$ cat src/rtl/hci_source_pkg.sv
`default_nettype none

package hci_source_pkg;

  localparam int unsigned ADDR_WIDTH      = 32; // byte address
  localparam int unsigned MEM_DW          = 64; // one word wider than the stream
  localparam int unsigned STREAM_DW       = 32;
  localparam int unsigned CNT_WIDTH       = 16; // beat and transaction counters
  localparam int unsigned ADDR_FIFO_DEPTH = 2;
  localparam int unsigned OFFS_FIFO_DEPTH = 8;  // max outstanding reads

  typedef logic [ADDR_WIDTH-1:0] addr_t;
  typedef logic [1:0]            offs_t;        // byte offset in a word
  typedef logic [MEM_DW-1:0]     mem_data_t;
  typedef logic [STREAM_DW-1:0]  stream_data_t;
  typedef logic [CNT_WIDTH-1:0]  cnt_t;

  // job configuration, 112 bits
  typedef struct packed {
    addr_t base_addr;  // first byte address
    cnt_t  tot_len;    // beats in the job
    cnt_t  d0_len;     // beats per row
    cnt_t  d0_stride;  // byte step inside a row
    addr_t d1_stride;  // byte step from row start to row start
  } src_cfg_t;

  typedef enum logic [1:0] {
    IDLE,
    WORKING,
    DONE
  } streamer_state_t;

endpackage

`default_nettype wire

$ cat src/rtl/hci_mem_if.sv
`default_nettype none

interface hci_mem_if;
  import hci_source_pkg::*;

  logic      req;      // read request
  logic      gnt;      // request accepted
  addr_t     add;      // word aligned byte address
  logic      r_valid;  // response present
  mem_data_t r_data;   // 64 bit read data
  logic      r_ready;  // response consumed

  // streamer side
  modport initiator (
    output req,
    output add,
    output r_ready,
    input  gnt,
    input  r_valid,
    input  r_data
  );

  // memory side
  modport target (
    input  req,
    input  add,
    input  r_ready,
    output gnt,
    output r_valid,
    output r_data
  );

endinterface

`default_nettype wire

$ cat src/rtl/hci_source_streamer.sv
`default_nettype none

module hci_source_streamer (
  input  logic                         clk_i,
  input  logic                         rst_ni,
  input  logic                         clear_i,
  input  logic                         enable_i,
  input  logic                         start_i,
  input  hci_source_pkg::src_cfg_t     cfg_i,
  output logic                         ready_start_o,
  output logic                         done_o,
  output logic                         gen_en_o,
  output logic                         gen_clr_o,
  input  logic                         gen_done_i,
  input  logic                         addr_valid_i,
  input  hci_source_pkg::addr_t        addr_i,
  output logic                         addr_ready_o,
  input  logic                         addr_empty_i,
  output logic                         offs_valid_o,
  output hci_source_pkg::offs_t        offs_o,
  input  logic                         offs_valid_i,
  input  hci_source_pkg::offs_t        offs_i,
  output logic                         offs_ready_o,
  hci_mem_if.initiator                 mem,
  output logic                         stream_valid_o,
  input  logic                         stream_ready_i,
  output hci_source_pkg::stream_data_t stream_data_o
);
  import hci_source_pkg::*;

  streamer_state_t state_q, state_d;
  logic      hold_valid_q;  // response parked under back-pressure
  mem_data_t hold_data_q;
  mem_data_t resp_data;     // live or parked response
  cnt_t      beat_cnt_q;
  logic      beat_cnt_clr;
  logic      beat;
  logic      active;

  assign active = state_q != IDLE;

  // request side, one read per popped address
  assign mem.req      = active & enable_i & addr_valid_i & stream_ready_i; // no req when sink stalls
  assign mem.add      = active ? {addr_i[ADDR_WIDTH-1:2], 2'b00} : '0; // word aligned
  assign addr_ready_o = mem.req & mem.gnt;
  assign offs_valid_o = mem.req & mem.gnt; // offset queued on every accepted req
  assign offs_o       = addr_i[1:0];

  // response side
  assign mem.r_ready    = stream_ready_i;
  assign resp_data      = mem.r_valid ? mem.r_data : hold_data_q;
  assign stream_valid_o = enable_i & offs_valid_i & (mem.r_valid | hold_valid_q);
  assign stream_data_o  = resp_data[{offs_i, 3'b000} +: STREAM_DW]; // lane at byte offset
  assign beat           = stream_valid_o & stream_ready_i;
  assign offs_ready_o   = beat; // one offset per beat

  always_ff @(posedge clk_i or negedge rst_ni) begin
    if (!rst_ni) begin
      hold_valid_q <= 1'b0;
    end else if (clear_i) begin
      hold_valid_q <= 1'b0;
    end else if (enable_i) begin
      if (mem.r_valid && stream_ready_i) begin
        hold_valid_q <= 1'b0; // passed straight through
      end else if (mem.r_valid) begin
        hold_valid_q <= 1'b1; // sink stalled, park it
      end else if (hold_valid_q && stream_ready_i) begin
        hold_valid_q <= 1'b0;
      end
    end
  end

  always_ff @(posedge clk_i) begin
    if (enable_i && mem.r_valid) begin
      hold_data_q <= mem.r_data;
    end
  end

  always_ff @(posedge clk_i or negedge rst_ni) begin
    if (!rst_ni) begin
      beat_cnt_q <= '0;
    end else if (clear_i || beat_cnt_clr) begin
      beat_cnt_q <= '0;
    end else if (enable_i && beat) begin
      beat_cnt_q <= beat_cnt_q + 1'b1;
    end
  end

  always_ff @(posedge clk_i or negedge rst_ni) begin
    if (!rst_ni) begin
      state_q <= IDLE;
    end else if (clear_i) begin
      state_q <= IDLE;
    end else if (enable_i) begin
      state_q <= state_d;
    end
  end

  always_comb begin
    state_d       = state_q;
    ready_start_o = 1'b0;
    done_o        = 1'b0;
    gen_en_o      = 1'b0;
    gen_clr_o     = clear_i;
    beat_cnt_clr  = 1'b0;
    case (state_q)
      IDLE: begin
        ready_start_o = 1'b1;
        if (start_i && enable_i) begin
          state_d  = WORKING;
          gen_en_o = 1'b1;
        end
      end
      WORKING: begin
        gen_en_o = 1'b1;
        if (gen_done_i) begin
          state_d = DONE; // all addresses issued to the FIFO
        end
      end
      DONE: begin
        gen_en_o = 1'b1;
        if (enable_i && addr_empty_i && beat_cnt_q == cfg_i.tot_len) begin
          state_d      = IDLE;
          done_o       = 1'b1; // single cycle, state leaves DONE
          gen_en_o     = 1'b0;
          gen_clr_o    = 1'b1;
          beat_cnt_clr = 1'b1;
        end
      end
      default: state_d = IDLE;
    endcase
  end

endmodule

`default_nettype wire

$ cat src/rtl/hci_source_top.sv
`default_nettype none

module hci_source_top (
  input  logic                         clk_i,
  input  logic                         rst_ni,
  input  logic                         clear_i,
  input  logic                         enable_i,
  input  logic                         start_i,
  input  hci_source_pkg::addr_t        base_addr_i,
  input  hci_source_pkg::cnt_t         tot_len_i,
  input  hci_source_pkg::cnt_t         d0_len_i,
  input  hci_source_pkg::cnt_t         d0_stride_i,
  input  hci_source_pkg::addr_t        d1_stride_i,
  output logic                         ready_start_o,
  output logic                         done_o,
  output logic                         mem_req_o,
  output hci_source_pkg::addr_t        mem_add_o,
  input  logic                         mem_gnt_i,
  input  logic                         mem_r_valid_i,
  input  hci_source_pkg::mem_data_t    mem_r_data_i,
  output logic                         mem_r_ready_o,
  output logic                         stream_valid_o,
  input  logic                         stream_ready_i,
  output hci_source_pkg::stream_data_t stream_data_o
);
  import hci_source_pkg::*;

  src_cfg_t cfg;
  logic     gen_en, gen_clr, gen_done;
  logic     gen_valid, gen_ready;
  addr_t    gen_addr;
  logic     addr_valid, addr_ready, addr_empty;
  addr_t    addr;
  logic     offs_push_valid, offs_pop_valid, offs_pop_ready;
  offs_t    offs_push, offs_pop;

  hci_mem_if u_mem_if ();

  assign cfg = '{base_addr: base_addr_i, tot_len: tot_len_i, d0_len: d0_len_i,
                 d0_stride: d0_stride_i, d1_stride: d1_stride_i};

  // memory port out to plain pins
  assign mem_req_o        = u_mem_if.req;
  assign mem_add_o        = u_mem_if.add;
  assign mem_r_ready_o    = u_mem_if.r_ready;
  assign u_mem_if.gnt     = mem_gnt_i;
  assign u_mem_if.r_valid = mem_r_valid_i;
  assign u_mem_if.r_data  = mem_r_data_i;

  source_addrgen u_addrgen (
    .clk_i, .rst_ni,
    .clear_i(gen_clr), .enable_i(gen_en), .presample_i(start_i), .cfg_i(cfg),
    .addr_valid_o(gen_valid), .addr_ready_i(gen_ready), .addr_o(gen_addr),
    .done_o(gen_done)
  );

  source_fifo #(.payload_t(addr_t), .DEPTH(ADDR_FIFO_DEPTH)) u_addr_fifo (
    .clk_i, .rst_ni, .clear_i,
    .push_valid_i(gen_valid), .push_data_i(gen_addr), .push_ready_o(gen_ready),
    .pop_valid_o(addr_valid), .pop_data_o(addr), .pop_ready_i(addr_ready),
    .empty_o(addr_empty)
  );

  // offsets of outstanding reads, sized to the max in flight
  source_fifo #(.payload_t(offs_t), .DEPTH(OFFS_FIFO_DEPTH)) u_offs_fifo (
    .clk_i, .rst_ni, .clear_i,
    .push_valid_i(offs_push_valid), .push_data_i(offs_push), .push_ready_o(),
    .pop_valid_o(offs_pop_valid), .pop_data_o(offs_pop), .pop_ready_i(offs_pop_ready),
    .empty_o()
  );

  hci_source_streamer u_streamer (
    .clk_i, .rst_ni, .clear_i, .enable_i, .start_i, .cfg_i(cfg),
    .ready_start_o, .done_o,
    .gen_en_o(gen_en), .gen_clr_o(gen_clr), .gen_done_i(gen_done),
    .addr_valid_i(addr_valid), .addr_i(addr), .addr_ready_o(addr_ready),
    .addr_empty_i(addr_empty),
    .offs_valid_o(offs_push_valid), .offs_o(offs_push),
    .offs_valid_i(offs_pop_valid), .offs_i(offs_pop), .offs_ready_o(offs_pop_ready),
    .mem(u_mem_if.initiator),
    .stream_valid_o, .stream_ready_i, .stream_data_o
  );

endmodule

`default_nettype wire

$ cat src/rtl/source_addrgen.sv
`default_nettype none

module source_addrgen (
  input  logic                     clk_i,
  input  logic                     rst_ni,
  input  logic                     clear_i,
  input  logic                     enable_i,
  input  logic                     presample_i,
  input  hci_source_pkg::src_cfg_t cfg_i,
  output logic                     addr_valid_o,
  input  logic                     addr_ready_i,
  output hci_source_pkg::addr_t    addr_o,
  output logic                     done_o
);
  import hci_source_pkg::*;

  src_cfg_t cfg_q;        // job config sampled at start
  cnt_t     inner_cnt_q;  // beat index inside the row
  cnt_t     trans_cnt_q;  // accepted addresses
  addr_t    row_addr_q;   // first address of the row
  addr_t    cur_addr_q;   // address on offer
  logic     done_q;
  logic     accept;
  logic     last_trans;
  logic     last_inner;
  addr_t    next_row;

  assign accept     = addr_valid_o & addr_ready_i;
  assign last_trans = trans_cnt_q == cnt_t'(cfg_q.tot_len - 1'b1);
  assign last_inner = inner_cnt_q == cnt_t'(cfg_q.d0_len - 1'b1);
  assign next_row   = row_addr_q + cfg_q.d1_stride; // outer jump

  assign addr_valid_o = enable_i & ~done_q; // held until accepted
  assign addr_o       = cur_addr_q;
  assign done_o       = done_q;

  always_ff @(posedge clk_i) begin
    if (presample_i) begin
      cfg_q <= cfg_i; // config stays fixed for the job
    end
  end

  always_ff @(posedge clk_i or negedge rst_ni) begin
    if (!rst_ni) begin
      inner_cnt_q <= '0;
      trans_cnt_q <= '0;
      row_addr_q  <= '0;
      cur_addr_q  <= '0;
      done_q      <= 1'b1; // nothing to emit
    end else if (clear_i) begin
      inner_cnt_q <= '0;
      trans_cnt_q <= '0;
      row_addr_q  <= '0;
      cur_addr_q  <= '0;
      done_q      <= 1'b1;
    end else if (presample_i) begin
      inner_cnt_q <= '0;
      trans_cnt_q <= '0;
      row_addr_q  <= cfg_i.base_addr;
      cur_addr_q  <= cfg_i.base_addr;
      done_q      <= cfg_i.tot_len == '0; // empty job
    end else if (accept) begin
      trans_cnt_q <= trans_cnt_q + 1'b1;
      if (last_trans) begin
        done_q <= 1'b1; // level rises after last accept
      end else if (last_inner) begin
        inner_cnt_q <= '0;        // wrap to next row
        row_addr_q  <= next_row;
        cur_addr_q  <= next_row;
      end else begin
        inner_cnt_q <= inner_cnt_q + 1'b1;
        cur_addr_q  <= cur_addr_q + addr_t'(cfg_q.d0_stride); // inner step
      end
    end
  end

endmodule

`default_nettype wire

$ cat src/rtl/source_fifo.sv
`default_nettype none

module source_fifo #(
  parameter type         payload_t = logic [31:0],
  parameter int unsigned DEPTH     = 2
) (
  input  logic     clk_i,
  input  logic     rst_ni,
  input  logic     clear_i,
  input  logic     push_valid_i,
  input  payload_t push_data_i,
  output logic     push_ready_o,
  output logic     pop_valid_o,
  output payload_t pop_data_o,
  input  logic     pop_ready_i,
  output logic     empty_o
);

  typedef logic [$clog2(DEPTH)-1:0]   ptr_t;  // buffer index
  typedef logic [$clog2(DEPTH+1)-1:0] occ_t;  // 0 to DEPTH entries

  payload_t mem_q [DEPTH];
  ptr_t     wr_ptr_q;
  ptr_t     rd_ptr_q;
  occ_t     count_q;
  logic     push;
  logic     pop;

  assign push_ready_o = count_q != occ_t'(DEPTH); // full blocks push
  assign pop_valid_o  = count_q != '0;
  assign empty_o      = count_q == '0;
  assign pop_data_o   = mem_q[rd_ptr_q];

  assign push = push_valid_i & push_ready_o;
  assign pop  = pop_valid_o & pop_ready_i;

  always_ff @(posedge clk_i) begin
    if (push) begin
      mem_q[wr_ptr_q] <= push_data_i;
    end
  end

  always_ff @(posedge clk_i or negedge rst_ni) begin
    if (!rst_ni) begin
      wr_ptr_q <= '0;
      rd_ptr_q <= '0;
      count_q  <= '0;
    end else if (clear_i) begin
      wr_ptr_q <= '0;
      rd_ptr_q <= '0;
      count_q  <= '0;
    end else begin
      if (push) begin
        wr_ptr_q <= (wr_ptr_q == ptr_t'(DEPTH - 1)) ? '0 : wr_ptr_q + 1'b1; // wrap
      end
      if (pop) begin
        rd_ptr_q <= (rd_ptr_q == ptr_t'(DEPTH - 1)) ? '0 : rd_ptr_q + 1'b1;
      end
      if (push && !pop) begin
        count_q <= count_q + 1'b1;
      end else if (pop && !push) begin
        count_q <= count_q - 1'b1;
      end
    end
  end

endmodule

`default_nettype wire

$ cat config.mk
export PLATFORM = sky130hd
export DESIGN_NAME = hci_source_top
export DESIGN_NICKNAME = d
export VERILOG_FILES = /design/src/rtl/hci_source_pkg.sv /design/src/rtl/hci_mem_if.sv /design/src/rtl/hci_source_streamer.sv /design/src/rtl/hci_source_top.sv /design/src/rtl/source_addrgen.sv /design/src/rtl/source_fifo.sv
export SDC_FILE = /design/constraint.sdc
export NUM_CORES = 1
export LEC_CHECK = 0
export BUFFER_PORTS_ARGS = -buffer_cell sky130_fd_sc_hd__buf_2
export CORE_AREA = 2 2 283 285
export DETAILED_ROUTE_END_ITERATION = 10
export DIE_AREA = 0 0 285 287
export PLACE_DENSITY = 0.52
export SLEW_MARGIN = 10
export SYNTH_ARGS = -nofsm -noshare
export SYNTH_HDL_FRONTEND = slang
export SYNTH_SLANG_ARGS = --single-unit
$ cat constraint.sdc
create_clock -name clk_i -period 4.25 [get_ports clk_i]
set_input_delay 0.6375 -clock clk_i [delete_from_list [all_inputs] [get_ports clk_i]]
set_output_delay 0.6375 -clock clk_i [all_outputs]
set_load 0.02 [all_outputs]
==> impl_metrics.ini <==
[global_routing]
grt_pass1_wl_mm = 90.8
grt_usage_pct = 14.1
grt_pass1_vias = 15200
globalRouteOverflowTotal = 0
antenna_found_initial = 0
grt_max_degree = 128

[timing]
period_share_pct = 95.5
min_period_ns = 4.06
setup_viol = 0
rsz0062_at_grt = false
finalClockSkew_ns = 0.0533
finalSetupTns_ns = 0
clock.fmax_ghz = 0.246
slew-limit-headroom_pct = 29.8
tightest_slew_ns = 1.05
report.final.hold_viol_count = 0
slew_violations = 0

[placement]
place_area_mm2 = 0.0221
gp_congestion = 0.888
hpwl_mm = 42.9
numPortBuffers = 242
place_inst = 2991

[worst_setup_path]
criticalPathCategory = reg -> reg
endpoint_kind = flip-flop
start_kind = flip-flop
cp.required_ns = 4.74
cp-startpoint = u_addrgen.cfg_q[48]
endpoint = u_addrgen.row_addr_q[23]
worstPathArrival_ns = 4.55
reg2reg_to = u_addrgen.row_addr_q[23]
cp_max_fo = 46
rr_worst_depth = 12
regToRegSetupSlack_ns = 0.19
r2r-start = u_addrgen.cfg_q[48]

[drt]
drt.antenna.violating_nets = 0
drt-total-wl_mm = 58.4
route.detailed.drc = 0
highest_layer = met4
dr.pass1.iters = 5
wl_met3_mm = 3.32
drt_iter0_drc = 966
vias_per_cell = 4.91
wl_per_cell_um = 19.0
dr_total_vias = 15100
dr_wl_met2_mm = 26.6
met1_length_mm = 27.4

[layout]
area_growth_pct = 20.6
final_util_pct = 29.9
drive_gt1_share_pct = 23.1
stdcell_count = 3073
finalInstanceArea_mm2 = 0.0235
fillers = 8107
insertedDiodeCount = 0
fin_nets = 2232

[die]
io_pins = 253
die_h_um = 287
die_w_um = 285
die_area_mm2 = 0.0818
core_mm2 = 0.0786
initial_utilization_pct = 24.8
rows = 103

[cts]
clkLatencyLatePin_ns = 0.61
cts_resized = 0
clock-root-buffer = clkbuf_16
cts_tree = yes
cts_hold_buf = 0
cts_buffer_depth = 3
clkTransAtPathRegs_ns = 0.06
numCtsBuffers = 44
htreeDepth = 2
clock_sink_count = 346
cts_setup_buffers = 0

[pwr]
peakVddDrop_v = 0.000273
total_power_uw = 9080
p_per_area_mw_per_mm2 = 387
leakagePower_uw = 0.00913

[synthesis]
yosysWarnings = 0
yosysSeqAreaShare_pct = 50.0
syn_area_mm2 = 0.0195
synth.avg_cell_area_um2 = 11.2
synth_edf_count = 216
synth_cells = 1740
ys.flop_type = edfxtp_1
synth_cell_types = 89
ys_async_sr_fraction_pct = 37.6
ys_ff_latch = 346

[outcome]
status = finished clean

[run]
cap_violations = 0

[min_path]
hold_class = in -> async
[metal layers]
| layer | vias to the layer above | track usage (%) |
|---|---|---|
| met5 | - | 0 |
| met4 | 0 | 3.17 |
| met3 | 77 | 2.45 |
| met2 | 450 | 22.8 |
| met1 | 7461 | 19.6 |
| li1 | 7096 | - |
[per-stage QoR]
| stage | worst slack [ns] | hold WS [ns] |
|---|---|---|
| after global routing | 0.0131 | 0.0680 |
| after CTS | 0.275 | 0.0310 |
| after floorplan | 0.448 | 0.342 |
| after detailed placement | 0.326 | 0.471 |
| after global placement | 0.361 | 0.468 |
| final | 0.193 | 0.0259 |
[power breakdown]
group	total [µW]	switching, µW	internal, µW	leakage, µW
clock	3620	1600	2030	0.000667
sequential	3950	148	3800	0.00380
combinational	1500	895	609	0.00466
[registers in the layout, summed over array words and instances (netlist names)]
signal and cells:
u_addr_fifo.count_q 2, u_addr_fifo.mem_q 64, u_addr_fifo.rd_ptr_q 1, u_addr_fifo.wr_ptr_q 1, u_addrgen.addr_o 32, u_addrgen.cfg_q 80, u_addrgen.done_o 1, u_addrgen.inner_cnt_q 16
u_addrgen.row_addr_q 32, u_addrgen.trans_cnt_q 16, u_offs_fifo.count_q 4, u_offs_fifo.mem_q 16, u_offs_fifo.rd_ptr_q 3, u_offs_fifo.wr_ptr_q 3, u_streamer.beat_cnt_q 16, u_streamer.hold_data_q 56
u_streamer.hold_valid_q 1, u_streamer.state_q 2
[cells by family after synthesis]
| family | synth area share [%] |
|---|---|
| simple gates | 13.9 |
| compound gates | 13.7 |
| flops | 50.0 |
| mux | 10.4 |
| xor+xnor | 5.53 |
| buf+inv | 2.40 |
| fa+ha+maj | 4.04 |
| other cells | 0.0193 |
[cell usage in the layout, fill, tap and decap left out, drive strengths merged, types with 32 or more instances in the layout]
cell type  Yosys  routed
mux4          49      49
buf           26     283
a21oi         97      97
xnor2         77      77
clkbuf        57      55
edfxtp       216     216
nand2        151     151
dfrtp        129     129
xor2          46      46
inv           30      32
nand3         40      40
ha            58      58
nor3          45      45
mux2          37      37
mux2i         50      50
o21ai        121     121
nor2         140     140
[synthesized netlist by cell type, types with 9 or more instances]
library cell / instances / area share, %
a22o_1: 15 / 0.67
a21o_1: 31 / 1.2
nor3_1: 42 / 1.1
edfxtp_1: 216 / 33
buf_1: 10 / 0.19
xor2_1: 46 / 2.1
dfrtp_1: 129 / 17
nor4_1: 14 / 0.45
nor2_1: 140 / 2.7
nand2b_1: 12 / 0.39
nand3_1: 40 / 1.0
and2_1: 9 / 0.29
xnor2_1: 77 / 3.5
mux4_2: 49 / 5.7
o211ai_1: 18 / 0.69
nand4_1: 31 / 1.0
o22ai_1: 14 / 0.45
ha_1: 58 / 3.7
nor2b_1: 10 / 0.32
or3_1: 23 / 0.74
a211oi_1: 15 / 0.58
buf_2: 11 / 0.28
nand2_1: 150 / 2.9
inv_1: 30 / 0.58
clkbuf_1: 57 / 1.1
o21ai_0: 118 / 3.0
mux2_2: 37 / 2.1
a21oi_1: 95 / 2.4
and3_1: 16 / 0.51
o21a_1: 11 / 0.42
mux2i_1: 50 / 2.6
a31oi_1: 17 / 0.55
[critical path, cell delays in order, from the launching register on]
cell and delay (ns):
edfxtp_1 0.45, inv_1 0.09, ha_1 0.16, or4b_1 0.59, nor4_1 0.46, xnor2_1 0.21, o221ai_1 0.18, or4b_1 0.61
buf_12 0.22, and2_1 0.33, nor3_4 0.21, buf_4 0.23, a22o_1 0.15
[how the worst min path moves through the flow]
| stage | startpoint | depth (start not counted) | to | slack, ns |
|---|---|---|---|---|
| after floorplan | rst_ni | 0 | u_addr_fifo.count_q[0] | 0.34 |
| after global placement | u_streamer.hold_valid_q | 1 | u_streamer.hold_valid_q | 0.47 |
| after detailed placement | u_addrgen.row_addr_q[3] | 2 | u_addrgen.row_addr_q[3] | 0.47 |
| after CTS | rst_ni | 1 | u_addrgen.row_addr_q[31] | 0.03 |
| after global routing | rst_ni | 1 | u_addrgen.row_addr_q[31] | 0.07 |
| final | rst_ni | 1 | u_addrgen.row_addr_q[31] | 0.03 |
[layout make-up]
type                            count  area (µm²)  share of cell area, %
Clock buffer                       55        1160                   4.95
Multi-Input combinational cell   1281        9320                   39.7
Inverter                           31         116                  0.496
Clock inverter                     27         224                  0.954
Timing Repair Buffer              283        1600                   6.80
Sequential cell                   346        9740                   41.5
Tap cell                         1050        1310                   5.60
No activity file was read; power rests on OpenSTA's default activity.
